[src/hdl/la_pkg.sv]
`default_nettype none

package la_pkg;

    // one instruction word seen through the three fixed field layouts
    typedef struct packed {
        logic [16:0] op;
        logic [4:0]  rk;
        logic [4:0]  rj;
        logic [4:0]  rd;
    } r_fmt_t;

    typedef struct packed {
        logic [9:0]  op;
        logic [11:0] i12;
        logic [4:0]  rj;
        logic [4:0]  rd;
    } i12_fmt_t;

    typedef struct packed {
        logic [6:0]  op;
        logic [19:0] i20;
        logic [4:0]  rd;
    } i20_fmt_t;

    typedef union packed {
        r_fmt_t   r_fmt;
        i12_fmt_t i12_fmt;
        i20_fmt_t i20_fmt;
    } inst_word_t;

    typedef enum logic [3:0] {
        ALU_ADD,
        ALU_SUB,
        ALU_SLT,
        ALU_SLTU,
        ALU_AND,
        ALU_OR,
        ALU_NOR,
        ALU_XOR,
        ALU_SLL,
        ALU_SRL,
        ALU_SRA,
        ALU_LUI
    } alu_op_t;

    typedef struct packed {
        alu_op_t     alu_op;
        logic [31:0] src1;
        logic [31:0] src2;
        logic        rf_we;
        logic [4:0]  dest;
        logic        illegal;
        logic [31:0] pc;
    } id_to_ex_t;

    typedef struct packed {
        logic        rf_we;
        logic [4:0]  dest;
        logic [31:0] wdata;
        logic        illegal;
        logic [31:0] pc;
    } ex_to_wb_t;

    // bypass value offered to decode by a later stage
    typedef struct packed {
        logic        valid;
        logic        we;
        logic [4:0]  waddr;
        logic [31:0] wdata;
    } fwd_t;

endpackage

`default_nettype wire

[src/hdl/la_regfile.sv]
`default_nettype none

module la_regfile (
    input  wire         clk,
    input  wire  [4:0]  raddr1,
    output logic [31:0] rdata1,
    input  wire  [4:0]  raddr2,
    output logic [31:0] rdata2,
    input  wire         we,
    input  wire  [4:0]  waddr,
    input  wire  [31:0] wdata
);
    logic [31:0] regs [32];

    // r0 is never written
    always_ff @(posedge clk) begin
        if (we && waddr != 5'd0) begin
            regs[waddr] <= wdata;
        end
    end

    // combinational reads, r0 tied to zero
    always_comb begin
        rdata1 = 32'd0;
        rdata2 = 32'd0;
        if (raddr1 != 5'd0) begin
            rdata1 = regs[raddr1];
        end
        if (raddr2 != 5'd0) begin
            rdata2 = regs[raddr2];
        end
    end

endmodule

`default_nettype wire

[src/hdl/la_alu.sv]
`default_nettype none

module la_alu
    import la_pkg::*;
(
    input  wire alu_op_t     op,
    input  wire  [31:0]      a,
    input  wire  [31:0]      b,
    output logic [31:0]      y
);
    logic        sub_mode;
    logic [31:0] b_in;
    logic [31:0] g;
    logic [31:0] p;
    logic [32:0] c;
    logic [31:0] sum;
    logic        lt_signed;
    logic        lt_unsigned;

    // sub, slt and sltu all use a + ~b + 1
    assign sub_mode = op == ALU_SUB || op == ALU_SLT || op == ALU_SLTU;
    assign b_in     = sub_mode ? ~b : b;
    assign g        = a & b_in;
    assign p        = a ^ b_in;
    assign c[0]     = sub_mode;

    // 4-bit lookahead groups, group carries ripple
    for (genvar k = 0; k < 8; k++) begin : g_cla
        localparam int B = 4 * k;
        assign c[B+1] = g[B] | (p[B] & c[B]);
        assign c[B+2] = g[B+1] | (p[B+1] & g[B]) | (p[B+1] & p[B] & c[B]);
        assign c[B+3] = g[B+2] | (p[B+2] & g[B+1]) | (p[B+2] & p[B+1] & g[B])
                      | (p[B+2] & p[B+1] & p[B] & c[B]);
        assign c[B+4] = g[B+3] | (p[B+3] & g[B+2]) | (p[B+3] & p[B+2] & g[B+1])
                      | (p[B+3] & p[B+2] & p[B+1] & g[B])
                      | (p[B+3] & p[B+2] & p[B+1] & p[B] & c[B]);
    end

    assign sum = p ^ c[31:0];

    // signs differ: a negative wins, else sign of the difference
    assign lt_signed   = (a[31] & ~b[31]) | (~(a[31] ^ b[31]) & sum[31]);
    assign lt_unsigned = ~c[32];

    always_comb begin
        case (op)
            ALU_ADD,
            ALU_SUB:  y = sum;
            ALU_SLT:  y = {31'd0, lt_signed};
            ALU_SLTU: y = {31'd0, lt_unsigned};
            ALU_AND:  y = a & b;
            ALU_OR:   y = a | b;
            ALU_NOR:  y = ~(a | b);
            ALU_XOR:  y = a ^ b;
            ALU_SLL:  y = a << b[4:0];
            ALU_SRL:  y = a >> b[4:0];
            ALU_SRA:  y = $unsigned($signed(a) >>> b[4:0]);
            default:  y = b;
        endcase
    end

endmodule

`default_nettype wire

[src/hdl/la_decode_stage.sv]
`default_nettype none

module la_decode_stage
    import la_pkg::*;
(
    input  wire             clk,
    input  wire             resetn,
    input  wire             inst_valid,
    input  wire inst_word_t inst,
    input  wire  [31:0]     pc,
    output logic            inst_allowin,
    output logic [4:0]      rf_raddr1,
    output logic [4:0]      rf_raddr2,
    input  wire  [31:0]     rf_rdata1,
    input  wire  [31:0]     rf_rdata2,
    input  wire fwd_t       ex_fwd,
    input  wire fwd_t       wb_fwd,
    input  wire             ex_allowin,
    output logic            id_to_ex_valid,
    output id_to_ex_t       id_to_ex
);
    logic        id_valid;
    inst_word_t  id_inst;
    logic [31:0] id_pc;

    logic        legal;
    alu_op_t     alu_op;
    logic        need_si12;
    logic        need_ui12;
    logic        need_ui5;
    logic        need_i20;
    logic        src2_is_imm;
    logic [31:0] imm;
    logic [31:0] rj_value;
    logic [31:0] rk_value;

    function automatic logic fwd_hit(input fwd_t f, input logic [4:0] addr);
        return f.valid && f.we && f.waddr == addr && addr != 5'd0;
    endfunction

    // execute first, then result, then the register file
    function automatic logic [31:0] pick_operand(
        input logic [4:0]  addr,
        input logic [31:0] rf_value,
        input fwd_t        ex_f,
        input fwd_t        wb_f
    );
        if (fwd_hit(ex_f, addr)) begin
            return ex_f.wdata;
        end
        if (fwd_hit(wb_f, addr)) begin
            return wb_f.wdata;
        end
        return rf_value;
    endfunction

    // single-cycle execute, so decode never holds back on its own
    assign inst_allowin   = !id_valid || ex_allowin;
    assign id_to_ex_valid = id_valid;

    always_ff @(posedge clk) begin
        if (!resetn) begin
            id_valid <= 1'b0;
        end else if (inst_allowin) begin
            id_valid <= inst_valid;
        end
    end

    always_ff @(posedge clk) begin
        if (inst_valid && inst_allowin) begin
            id_inst <= inst;
            id_pc   <= pc;
        end
    end

    // opcode spaces of the three formats do not overlap
    always_comb begin
        alu_op    = ALU_ADD;
        legal     = 1'b1;
        need_si12 = 1'b0;
        need_ui12 = 1'b0;
        need_ui5  = 1'b0;
        need_i20  = 1'b0;
        case (id_inst.r_fmt.op)
            17'h00020: alu_op = ALU_ADD;
            17'h00022: alu_op = ALU_SUB;
            17'h00024: alu_op = ALU_SLT;
            17'h00025: alu_op = ALU_SLTU;
            17'h00028: alu_op = ALU_NOR;
            17'h00029: alu_op = ALU_AND;
            17'h0002a: alu_op = ALU_OR;
            17'h0002b: alu_op = ALU_XOR;
            17'h0002e: alu_op = ALU_SLL;
            17'h0002f: alu_op = ALU_SRL;
            17'h00030: alu_op = ALU_SRA;
            // slli.w, srli.w, srai.w carry ui5 in the rk slot
            17'h00081: begin
                alu_op   = ALU_SLL;
                need_ui5 = 1'b1;
            end
            17'h00089: begin
                alu_op   = ALU_SRL;
                need_ui5 = 1'b1;
            end
            17'h00091: begin
                alu_op   = ALU_SRA;
                need_ui5 = 1'b1;
            end
            default: begin
                need_si12 = 1'b1;
                case (id_inst.i12_fmt.op)
                    10'h008: alu_op = ALU_SLT;
                    10'h009: alu_op = ALU_SLTU;
                    10'h00a: alu_op = ALU_ADD;
                    10'h00d: alu_op = ALU_AND;
                    10'h00e: alu_op = ALU_OR;
                    10'h00f: alu_op = ALU_XOR;
                    default: begin
                        need_si12 = 1'b0;
                        // lu12i.w
                        if (id_inst.i20_fmt.op == 7'h0a) begin
                            alu_op   = ALU_LUI;
                            need_i20 = 1'b1;
                        end else begin
                            legal = 1'b0;
                        end
                    end
                endcase
                // logic immediates are zero extended
                if (id_inst.i12_fmt.op inside {10'h00d, 10'h00e, 10'h00f}) begin
                    need_si12 = 1'b0;
                    need_ui12 = 1'b1;
                end
            end
        endcase
    end

    assign src2_is_imm = need_si12 || need_ui12 || need_ui5 || need_i20;

    assign imm = need_i20  ? {id_inst.i20_fmt.i20, 12'd0} :
                 need_ui12 ? {20'd0, id_inst.i12_fmt.i12} :
                 need_ui5  ? {27'd0, id_inst.r_fmt.rk} :
                             {{20{id_inst.i12_fmt.i12[11]}}, id_inst.i12_fmt.i12};

    assign rf_raddr1 = id_inst.r_fmt.rj;
    assign rf_raddr2 = id_inst.r_fmt.rk;
    assign rj_value  = pick_operand(rf_raddr1, rf_rdata1, ex_fwd, wb_fwd);
    assign rk_value  = pick_operand(rf_raddr2, rf_rdata2, ex_fwd, wb_fwd);

    always_comb begin
        id_to_ex.alu_op  = alu_op;
        id_to_ex.src1    = rj_value;
        id_to_ex.src2    = src2_is_imm ? imm : rk_value;
        id_to_ex.rf_we   = legal;
        id_to_ex.dest    = id_inst.r_fmt.rd;
        id_to_ex.illegal = !legal;
        id_to_ex.pc      = id_pc;
    end

    // a stalled item keeps its operands, the stages behind are frozen too
    a_hold_stable : assert property (@(posedge clk) disable iff (!resetn)
        id_to_ex_valid && !ex_allowin |=> id_to_ex_valid && $stable(id_to_ex));

endmodule

`default_nettype wire

[src/hdl/la_execute_stage.sv]
`default_nettype none

module la_execute_stage
    import la_pkg::*;
(
    input  wire            clk,
    input  wire            resetn,
    input  wire            id_to_ex_valid,
    input  wire id_to_ex_t id_to_ex,
    output logic           ex_allowin,
    output fwd_t           ex_fwd,
    input  wire            wb_allowin,
    output logic           ex_to_wb_valid,
    output ex_to_wb_t      ex_to_wb
);
    logic        ex_valid;
    id_to_ex_t   ex_reg;
    logic [31:0] alu_y;

    assign ex_allowin     = !ex_valid || wb_allowin;
    assign ex_to_wb_valid = ex_valid;

    always_ff @(posedge clk) begin
        if (!resetn) begin
            ex_valid <= 1'b0;
        end else if (ex_allowin) begin
            ex_valid <= id_to_ex_valid;
        end
    end

    always_ff @(posedge clk) begin
        if (id_to_ex_valid && ex_allowin) begin
            ex_reg <= id_to_ex;
        end
    end

    la_alu alu_i (
        .op (ex_reg.alu_op),
        .a  (ex_reg.src1),
        .b  (ex_reg.src2),
        .y  (alu_y)
    );

    assign ex_to_wb.rf_we   = ex_reg.rf_we;
    assign ex_to_wb.dest    = ex_reg.dest;
    assign ex_to_wb.wdata   = alu_y;
    assign ex_to_wb.illegal = ex_reg.illegal;
    assign ex_to_wb.pc      = ex_reg.pc;

    // live result that decode can use in the same cycle
    assign ex_fwd.valid = ex_valid;
    assign ex_fwd.we    = ex_reg.rf_we;
    assign ex_fwd.waddr = ex_reg.dest;
    assign ex_fwd.wdata = alu_y;

    // the bypass value must not move while result holds us back
    a_fwd_hold : assert property (@(posedge clk) disable iff (!resetn)
        ex_valid && !wb_allowin |=> ex_fwd.valid && $stable(ex_fwd));

endmodule

`default_nettype wire

[src/hdl/la_result_stage.sv]
`default_nettype none

module la_result_stage
    import la_pkg::*;
(
    input  wire            clk,
    input  wire            resetn,
    input  wire            ex_to_wb_valid,
    input  wire ex_to_wb_t ex_to_wb,
    output logic           wb_allowin,
    output fwd_t           wb_fwd,
    output logic           rf_we,
    output logic [4:0]     rf_waddr,
    output logic [31:0]    rf_wdata,
    input  wire            commit_ready,
    output logic           commit_valid,
    output logic           commit_we,
    output logic [4:0]     commit_dest,
    output logic [31:0]    commit_wdata,
    output logic [31:0]    commit_pc,
    output logic           commit_illegal
);
    logic      wb_valid;
    ex_to_wb_t wb_reg;

    assign wb_allowin   = !wb_valid || commit_ready;
    assign commit_valid = wb_valid;

    always_ff @(posedge clk) begin
        if (!resetn) begin
            wb_valid <= 1'b0;
        end else if (wb_allowin) begin
            wb_valid <= ex_to_wb_valid;
        end
    end

    always_ff @(posedge clk) begin
        if (ex_to_wb_valid && wb_allowin) begin
            wb_reg <= ex_to_wb;
        end
    end

    // regfile write only on the commit edge
    assign rf_we    = wb_valid && commit_ready && wb_reg.rf_we;
    assign rf_waddr = wb_reg.dest;
    assign rf_wdata = wb_reg.wdata;

    assign wb_fwd.valid = wb_valid;
    assign wb_fwd.we    = wb_reg.rf_we;
    assign wb_fwd.waddr = wb_reg.dest;
    assign wb_fwd.wdata = wb_reg.wdata;

    assign commit_we      = wb_reg.rf_we;
    assign commit_dest    = wb_reg.dest;
    assign commit_wdata   = wb_reg.wdata;
    assign commit_pc      = wb_reg.pc;
    assign commit_illegal = wb_reg.illegal;

    a_commit_hold : assert property (@(posedge clk) disable iff (!resetn)
        commit_valid && !commit_ready |=> commit_valid && $stable(commit_pc)
            && $stable(commit_we) && $stable(commit_dest) && $stable(commit_wdata)
            && $stable(commit_illegal));

endmodule

`default_nettype wire

[src/hdl/la_int_pipe.sv]
`default_nettype none

module la_int_pipe
    import la_pkg::*;
(
    input  wire             clk,
    input  wire             resetn,
    input  wire             inst_valid,
    input  wire inst_word_t inst,
    input  wire  [31:0]     pc,
    output logic            inst_allowin,
    input  wire             commit_ready,
    output logic            commit_valid,
    output logic            commit_we,
    output logic [4:0]      commit_dest,
    output logic [31:0]     commit_wdata,
    output logic [31:0]     commit_pc,
    output logic            commit_illegal
);
    logic        id_to_ex_valid;
    id_to_ex_t   id_to_ex;
    logic        ex_allowin;
    logic        ex_to_wb_valid;
    ex_to_wb_t   ex_to_wb;
    logic        wb_allowin;
    fwd_t        ex_fwd;
    fwd_t        wb_fwd;
    logic [4:0]  rf_raddr1;
    logic [4:0]  rf_raddr2;
    logic [31:0] rf_rdata1;
    logic [31:0] rf_rdata2;
    logic        rf_we;
    logic [4:0]  rf_waddr;
    logic [31:0] rf_wdata;

    la_decode_stage decode_i (
        .clk            (clk),
        .resetn         (resetn),
        .inst_valid     (inst_valid),
        .inst           (inst),
        .pc             (pc),
        .inst_allowin   (inst_allowin),
        .rf_raddr1      (rf_raddr1),
        .rf_raddr2      (rf_raddr2),
        .rf_rdata1      (rf_rdata1),
        .rf_rdata2      (rf_rdata2),
        .ex_fwd         (ex_fwd),
        .wb_fwd         (wb_fwd),
        .ex_allowin     (ex_allowin),
        .id_to_ex_valid (id_to_ex_valid),
        .id_to_ex       (id_to_ex)
    );

    la_execute_stage execute_i (
        .clk            (clk),
        .resetn         (resetn),
        .id_to_ex_valid (id_to_ex_valid),
        .id_to_ex       (id_to_ex),
        .ex_allowin     (ex_allowin),
        .ex_fwd         (ex_fwd),
        .wb_allowin     (wb_allowin),
        .ex_to_wb_valid (ex_to_wb_valid),
        .ex_to_wb       (ex_to_wb)
    );

    la_result_stage result_i (
        .clk            (clk),
        .resetn         (resetn),
        .ex_to_wb_valid (ex_to_wb_valid),
        .ex_to_wb       (ex_to_wb),
        .wb_allowin     (wb_allowin),
        .wb_fwd         (wb_fwd),
        .rf_we          (rf_we),
        .rf_waddr       (rf_waddr),
        .rf_wdata       (rf_wdata),
        .commit_ready   (commit_ready),
        .commit_valid   (commit_valid),
        .commit_we      (commit_we),
        .commit_dest    (commit_dest),
        .commit_wdata   (commit_wdata),
        .commit_pc      (commit_pc),
        .commit_illegal (commit_illegal)
    );

    la_regfile regfile_i (
        .clk    (clk),
        .raddr1 (rf_raddr1),
        .rdata1 (rf_rdata1),
        .raddr2 (rf_raddr2),
        .rdata2 (rf_rdata2),
        .we     (rf_we),
        .waddr  (rf_waddr),
        .wdata  (rf_wdata)
    );

endmodule

`default_nettype wire

[config.mk]
export PLATFORM = sky130hd
export DESIGN_NAME = la_int_pipe
export DESIGN_NICKNAME = d
export VERILOG_FILES = /design/src/hdl/la_pkg.sv /design/src/hdl/la_regfile.sv /design/src/hdl/la_alu.sv /design/src/hdl/la_decode_stage.sv /design/src/hdl/la_execute_stage.sv /design/src/hdl/la_result_stage.sv /design/src/hdl/la_int_pipe.sv
export SDC_FILE = /design/constraint.sdc
export NUM_CORES = 2
export LEC_CHECK = 0
export BUFFER_PORTS_ARGS = -buffer_cell sky130_fd_sc_hd__buf_4
export CAP_MARGIN = 20
export CORE_MARGIN = 2
export CORE_UTILIZATION = 45
export DETAILED_ROUTE_END_ITERATION = 10
export GPL_TIMING_DRIVEN = 0
export SLEW_MARGIN = 40
export SYNTH_ARGS = -nofsm -noshare
export SYNTH_HDL_FRONTEND = slang
export SYNTH_SLANG_ARGS = --single-unit
[constraint.sdc]
create_clock -name clk -period 29.2 [get_ports clk]
set_input_delay 4.38 -clock clk [delete_from_list [all_inputs] [get_ports clk]]
set_output_delay 4.38 -clock clk [all_outputs]
set_load 0.01 [all_outputs]
* Word-level counts from Yosys, hierarchy flattened
Memory sizes are Yosys's and may differ from the RTL's. A register that Yosys moved wholly into a read port is not among the register bits.
Index checks and enable logic that the tools add are counted.
** Word-level totals
- Register bits after elaboration :: 245
- Memory bits (read-only) :: 0
- Input port bits :: 68
- RAM bits :: 1024
- Memories kept :: 1
- Latch bits :: 0
** Cells by class
- Multipliers :: 0
- Equal/unequal tests :: 35
- Reductions and logical operators :: 40
- Bitwise gates (word level) :: 223
- Mux-type cells :: 40
- Shifts and indexed selects :: 3
- Divide/modulo/power cells :: 0
- Magnitude comparators :: 0
- Add/sub/neg operators :: 0
** Memories
- regfile_i.regs :: depth 32, width 32, rd ports 2, clocked after memory_dff 2, wr ports 1, line la_regfile.sv:13 : logic [31:0] regs [32];
** Operator list (number)
- $mux W32 :: 15
- $pmux W32 S10 :: 1
- $eq A17 B6 Y1 const B :: 11
- $and A1 B1 Y1 :: 130
- $xor A32 B32 Y32 :: 3
- $or A1 B1 Y1 :: 81
- $and A32 B32 Y32 :: 2
- $not A32 Y32 :: 2
- $eq A10 B4 Y1 const B :: 6
- $eq A17 B8 Y1 const B :: 3
- $pmux W4 S11 :: 1
- $or A32 B32 Y32 :: 1
- $shl A32 B5 Y32 :: 1
- $shr A32 B5 Y32 :: 1
- $sshr A32 B5 Y32 :: 1
- $pmux W4 S6 :: 1
- $eq A5 B5 Y1 :: 4
- $mux W1 :: 19
- $eq A4 B3 Y1 const B :: 4
- $logic_and A1 B1 Y1 :: 16
- $reduce_bool A5 Y1 :: 3
- $reduce_or A14 Y1 :: 1
- $eq A4 B4 Y1 const B :: 3
- $mux W5 :: 2
- 13 further kinds :: 29

* Depth between registers and ports, before layout
- Depth in word-level cells :: 33
- Depth in mapped cells :: 20
- Mapped depth without buffers :: 18

* By module
From an unflattened synthesis, not the netlist that was laid out.
** Unflattened totals
- Cells, all modules :: 4325
- Area total of the unflattened synthesis :: 66052.1 um^2
** Modules (own cells, without submodules)
- la_regfile :: cells an instance 2400, seq. area each 30749.5 um^2, times used 1, area an instance 47013.8 um^2
- la_alu :: cells an instance 1106, seq. area each 0.0 um^2, times used 1, area an instance 7671.1 um^2
- la_decode_stage :: cells an instance 476, seq. area each 1941.9 um^2, times used 1, area an instance 4743.3 um^2
- la_execute_stage :: cells an instance 190, seq. area each 3233.1 um^2, times used 1, area an instance 3856.2 um^2
- la_result_stage :: cells an instance 153, seq. area each 2152.1 um^2, times used 1, area an instance 2767.7 um^2

* Worst setup path before layout
Ideal clock, no wire load.
- Path kind :: input -> register
- Start point :: input commit_ready
- End point :: register execute_i.ex_reg, in the netlist execute_i.ex_fwd[32], enable pin
- Path buffers :: 0
- Arrival time :: 12.207 ns
- Path slack :: 16.256 ns
- Setup time :: 0.737 ns
- Cell stages on the path :: 2
- Cell sequence :: nor2b_1 -> a21boi_0
** On the way
- Cells in the longest elaborated chain, start to end :: 3
** Ends and longest elaborated chain
- start: declaration :: line la_int_pipe.sv:12 : input wire commit_ready,
- $logic_or A1 B1 Y1 :: line la_result_stage.sv:26 : assign wb_allowin = !wb_valid || commit_ready;
- $logic_or A1 B1 Y1 :: line la_execute_stage.sv:20 : assign ex_allowin = !ex_valid || wb_allowin;
- $logic_and A1 B1 Y1 :: line la_execute_stage.sv:32 : if (id_to_ex_valid && ex_allowin) begin
- end signal: assignment :: line la_execute_stage.sv:33 : ex_reg <= id_to_ex;
- end: declaration :: line la_execute_stage.sv:17 : id_to_ex_t ex_reg;
No other way between the ends.
A chain may end at the register's enable or synchronous reset.

* Final worst setup path
- Start point :: input commit_ready
- End point :: output inst_allowin
** On the way
- Cells in the longest elaborated chain, start to end :: 3
** Ends and longest elaborated chain
- $logic_or A1 B1 Y1 :: line la_result_stage.sv:26
- $logic_or A1 B1 Y1 :: line la_execute_stage.sv:20
- $logic_or A1 B1 Y1 :: line la_decode_stage.sv:58 : assign inst_allowin = !id_valid || ex_allowin;
- end: declaration :: line la_int_pipe.sv:11 : output logic inst_allowin,
No other way between the ends.

==> flow_metrics.py <==
metrics = {
    "pwr": {
        "pwr-share-seq_pct": 44.6,
        "power.switching_mw": 1.29,
        "p_int_mw": 3.39,
        "p_leak_nw": 25.8,
        "power_frac_comb_pct": 17.3,
        "cellPowerDensity_mw_per_mm2": 60.7,
        "p_sw_share_pct": 27.6,
        "ir_worst_vdd_mv": 0.0654,
        "clock_power_share_pct": 38.1,
    },
    "setup_path": {
        "required_ns": 24.82,
        "path_class": "primary input to primary output",
        "cp.arrival_ns": 5.37,
        "cpMostUsedCell": "buf_4",
        "path_cells": "buf_4 -> nor2b_1 -> nand3_1 -> buf_4",
        "cp-end-kind": "primary output",
        "critPathMaxStageDelay_ns": 0.46,
        "slowest_stage": "nor2b_1",
        "startpoint_type": "primary input",
        "path_max_fanout": 5,
    },
    "timing": {
        "fin_crit_sh_pct": 33.4,
        "max_slew.worst_pin.slew_ns": 0.912,
        "fin_setup_tns_ns": 0,
        "slew_headroom_pct": 37.5,
        "skew_ns": 0.0512,
        "slew_violations": 0,
        "setup_ws_ns": 19.45,
        "hold_viol": 0,
        "period_minus_slack_ns": 9.75,
        "finalSetupViolations": 0,
        "grt_setup_unrepaired": "false",
        "max_freq_mhz": 103,
    },
    "logic_synthesis": {
        "synth-warning-count": 0,
        "syn_area_per_cell_sq_um": 17.3,
        "async_flop_share_pct": 0,
        "netlist_instances": 3737,
        "synth_cell_types": 88,
        "syn_area_sq_mm": 0.0645,
        "ys.flop_type": "edfxtp_1",
        "yosysSeqAreaShare_pct": 59.4,
        "synth-seq-cells": 1279,
        "synth_edf_count": 1266,
    },
    "placed_design": {
        "hpwlAfterDp_mm": 188,
        "place_ws_ns": 19.49,
        "place_area_sq_mm": 0.0724,
        "io_buffers": 140,
        "place_congestion": 1.02,
    },
    "clocking": {
        "htreeDepth": 4,
        "insertion_delay_ns": 0.79,
        "clk_pin_slew_ns": 0.06,
        "clk_path_buf_depth": 3,
        "cts_setup_buffers": 0,
        "cts_sinks": 1279,
        "cts_tree": "yes",
        "cts_root_buf": "clkbuf_16",
        "cts_hold_buffers": 0,
        "cts_resized": 0,
        "cts_inserted_buffers": 138,
    },
    "final_layout": {
        "post-route-cell-area_sq_mm": 0.0770,
        "final_cell_mix": "edfxtp_1 (1266), mux4_2 (650), a21oi_1 (184), nor2_1 (171), nand2_1 (141)",
        "final_nets": 4431,
        "syn2layout_area_growth_pct": 19.5,
        "final_layout_size_suffix_gt1_share_pct": 34.4,
        "largest_reg_flops": 1024,
        "final_common_cell": "edfxtp_1",
    },
    "detailed_routing": {
        "dr_total_vias": 43100,
        "vias_per_cell": 6.89,
        "drtIter0Drc": 6880,
        "wl_per_cell_um": 40.2,
        "finalWirelength_mm": 251,
        "antenna_left": 0,
        "first_pass_iters": 6,
        "drc": 0,
    },
    "die": {
        "dieWidth_um": 382,
        "num_rows": 138,
        "die_y_um": 382,
        "design.core.area_sq_mm": 0.142,
        "dieArea_sq_mm": 0.146,
        "io_pins": 141,
        "start_util_pct": 45.4,
    },
    "grt": {
        "grt_use_total_pct": 34.2,
        "first_global_vias": 42000,
        "grt-ovfl-total": 0,
        "grt_start_max_net_pins": 44,
        "antenna_found_initial": 5,
        "grt_pass1_wl_mm": 342,
    },
    "job": {
        "cap_violations": 0,
    },
    "outcome": {
        "status": "complete, no violations",
    },
    "worst_hold_path": {
        "min_path_type": "flop to flop",
    },
}
-- path summary, 6_finish.rpt --
kind                               start                      to  slack (ns)  cells after the start
setup reg to reg    execute_i.ex_reg[41]    execute_i.ex_reg[67]       22.55                     20
hold reg to reg   execute_i.ex_to_wb[23]  result_i.commit_pc[23]        0.41                      0
setup / recovery            commit_ready            inst_allowin       19.45                      4
hold / removal    execute_i.ex_to_wb[23]  result_i.commit_pc[23]        0.41                      0
-- Yosys cell counts (5+ instances only) --
library cell	n	area [sq um]
a211oi_1	38	285
a21boi_0	6	45.0
a21o_1	16	120
a21oi_1	184	921
a221o_1	13	130
a221oi_1	48	420
a22o_1	6	52.6
a22oi_1	12	90.1
a311oi_1	5	43.8
a31oi_1	15	93.8
a32oi_1	9	78.8
and2_1	8	50.1
and3_1	11	68.8
buf_1	60	225
buf_2	45	225
clkbuf_1	169	634
dfxtp_1	13	260
edfxtp_1	1266	38000
fa_1	7	140
ha_1	98	1230
inv_1	106	398
mux2_2	81	912
mux2i_1	111	1110
mux4_2	650	14600
nand2_1	141	529
nand2b_1	15	93.8
nand3_1	31	155
nand4_1	7	43.8
nor2_1	203	762
nor2b_1	13	81.3
nor3_1	28	140
nor4_1	6	37.5
o2111ai_1	10	87.6
o211ai_1	23	173
o21a_1	20	150
o21ai_0	74	370
o221ai_1	15	131
o22ai_1	14	87.6
or3_1	5	31.3
xnor2_1	62	543
xor2_1	9	78.8
-- per-layer routing --
metal	up-vias	global-route usage, %	share of wire [%]
met4	4	19.4	6.8
met1	22400	43.9	36
li1	16600	-	-
met5	-	0	0.0084
met3	736	10.1	12
met2	3322	52.1	45
-- power by group through the flow --
stage / Sequential [mW] / Combinational, mW / Clock [mW]
after floorplan: 2.11 / 0.460 / 0
after global placement: 2.14 / 0.734 / 0
after detailed placement: 2.12 / 0.783 / 0
after CTS: 2.08 / 0.786 / 1.80
after global routing: 2.08 / 0.834 / 1.86
final: 2.08 / 0.808 / 1.78
-- layout make-up --
type	instances	area (sq um)
Timing Repair Buffer	350	5070
Fill cell	11100	64900
Multi-Input combinational cell	2106	25100
Clock inverter	85	1000
Clock buffer	162	3570
Buffer	276	1250
Antenna cell	1	2.50
Sequential cell	1279	38300
Inverter	107	404
Tap cell	1890	2360
-- cell families after synthesis --
| kind of cell | Yosys count | share of synthesized area, % |
|---|---|---|
| buffers and inverters | 383 | 2.34 |
| xor gates and xnor gates | 71 | 0.965 |
| DFF | 1279 | 59.4 |
| muxes | 842 | 25.8 |
| adders and majority gates | 105 | 2.12 |
| AOI/OAI and AO/OA | 562 | 5.93 |
| other | 1 | 0.00582 |
| and+or+nand+nor | 494 | 3.41 |
-- critical path, delay by kind of cell --
family	cells	cell delay (ns)
buffers and inverters	2	0.31
AND/OR/NAND/NOR	2	0.67
-- through the flow --
step	utilization, %	power [mW]	instances	hold WS [ns]
after detailed placement	51.0	2.90	6008	0.405
final	54.3	4.68	6256	0.409
after global placement	47.9	2.87	5798	0.400
after CTS	54.3	4.66	6255	0.410
after global routing	54.3	4.78	6255	0.415
after floorplan	-	2.57	3768	0.400
(Power assumes the default switching activity.)
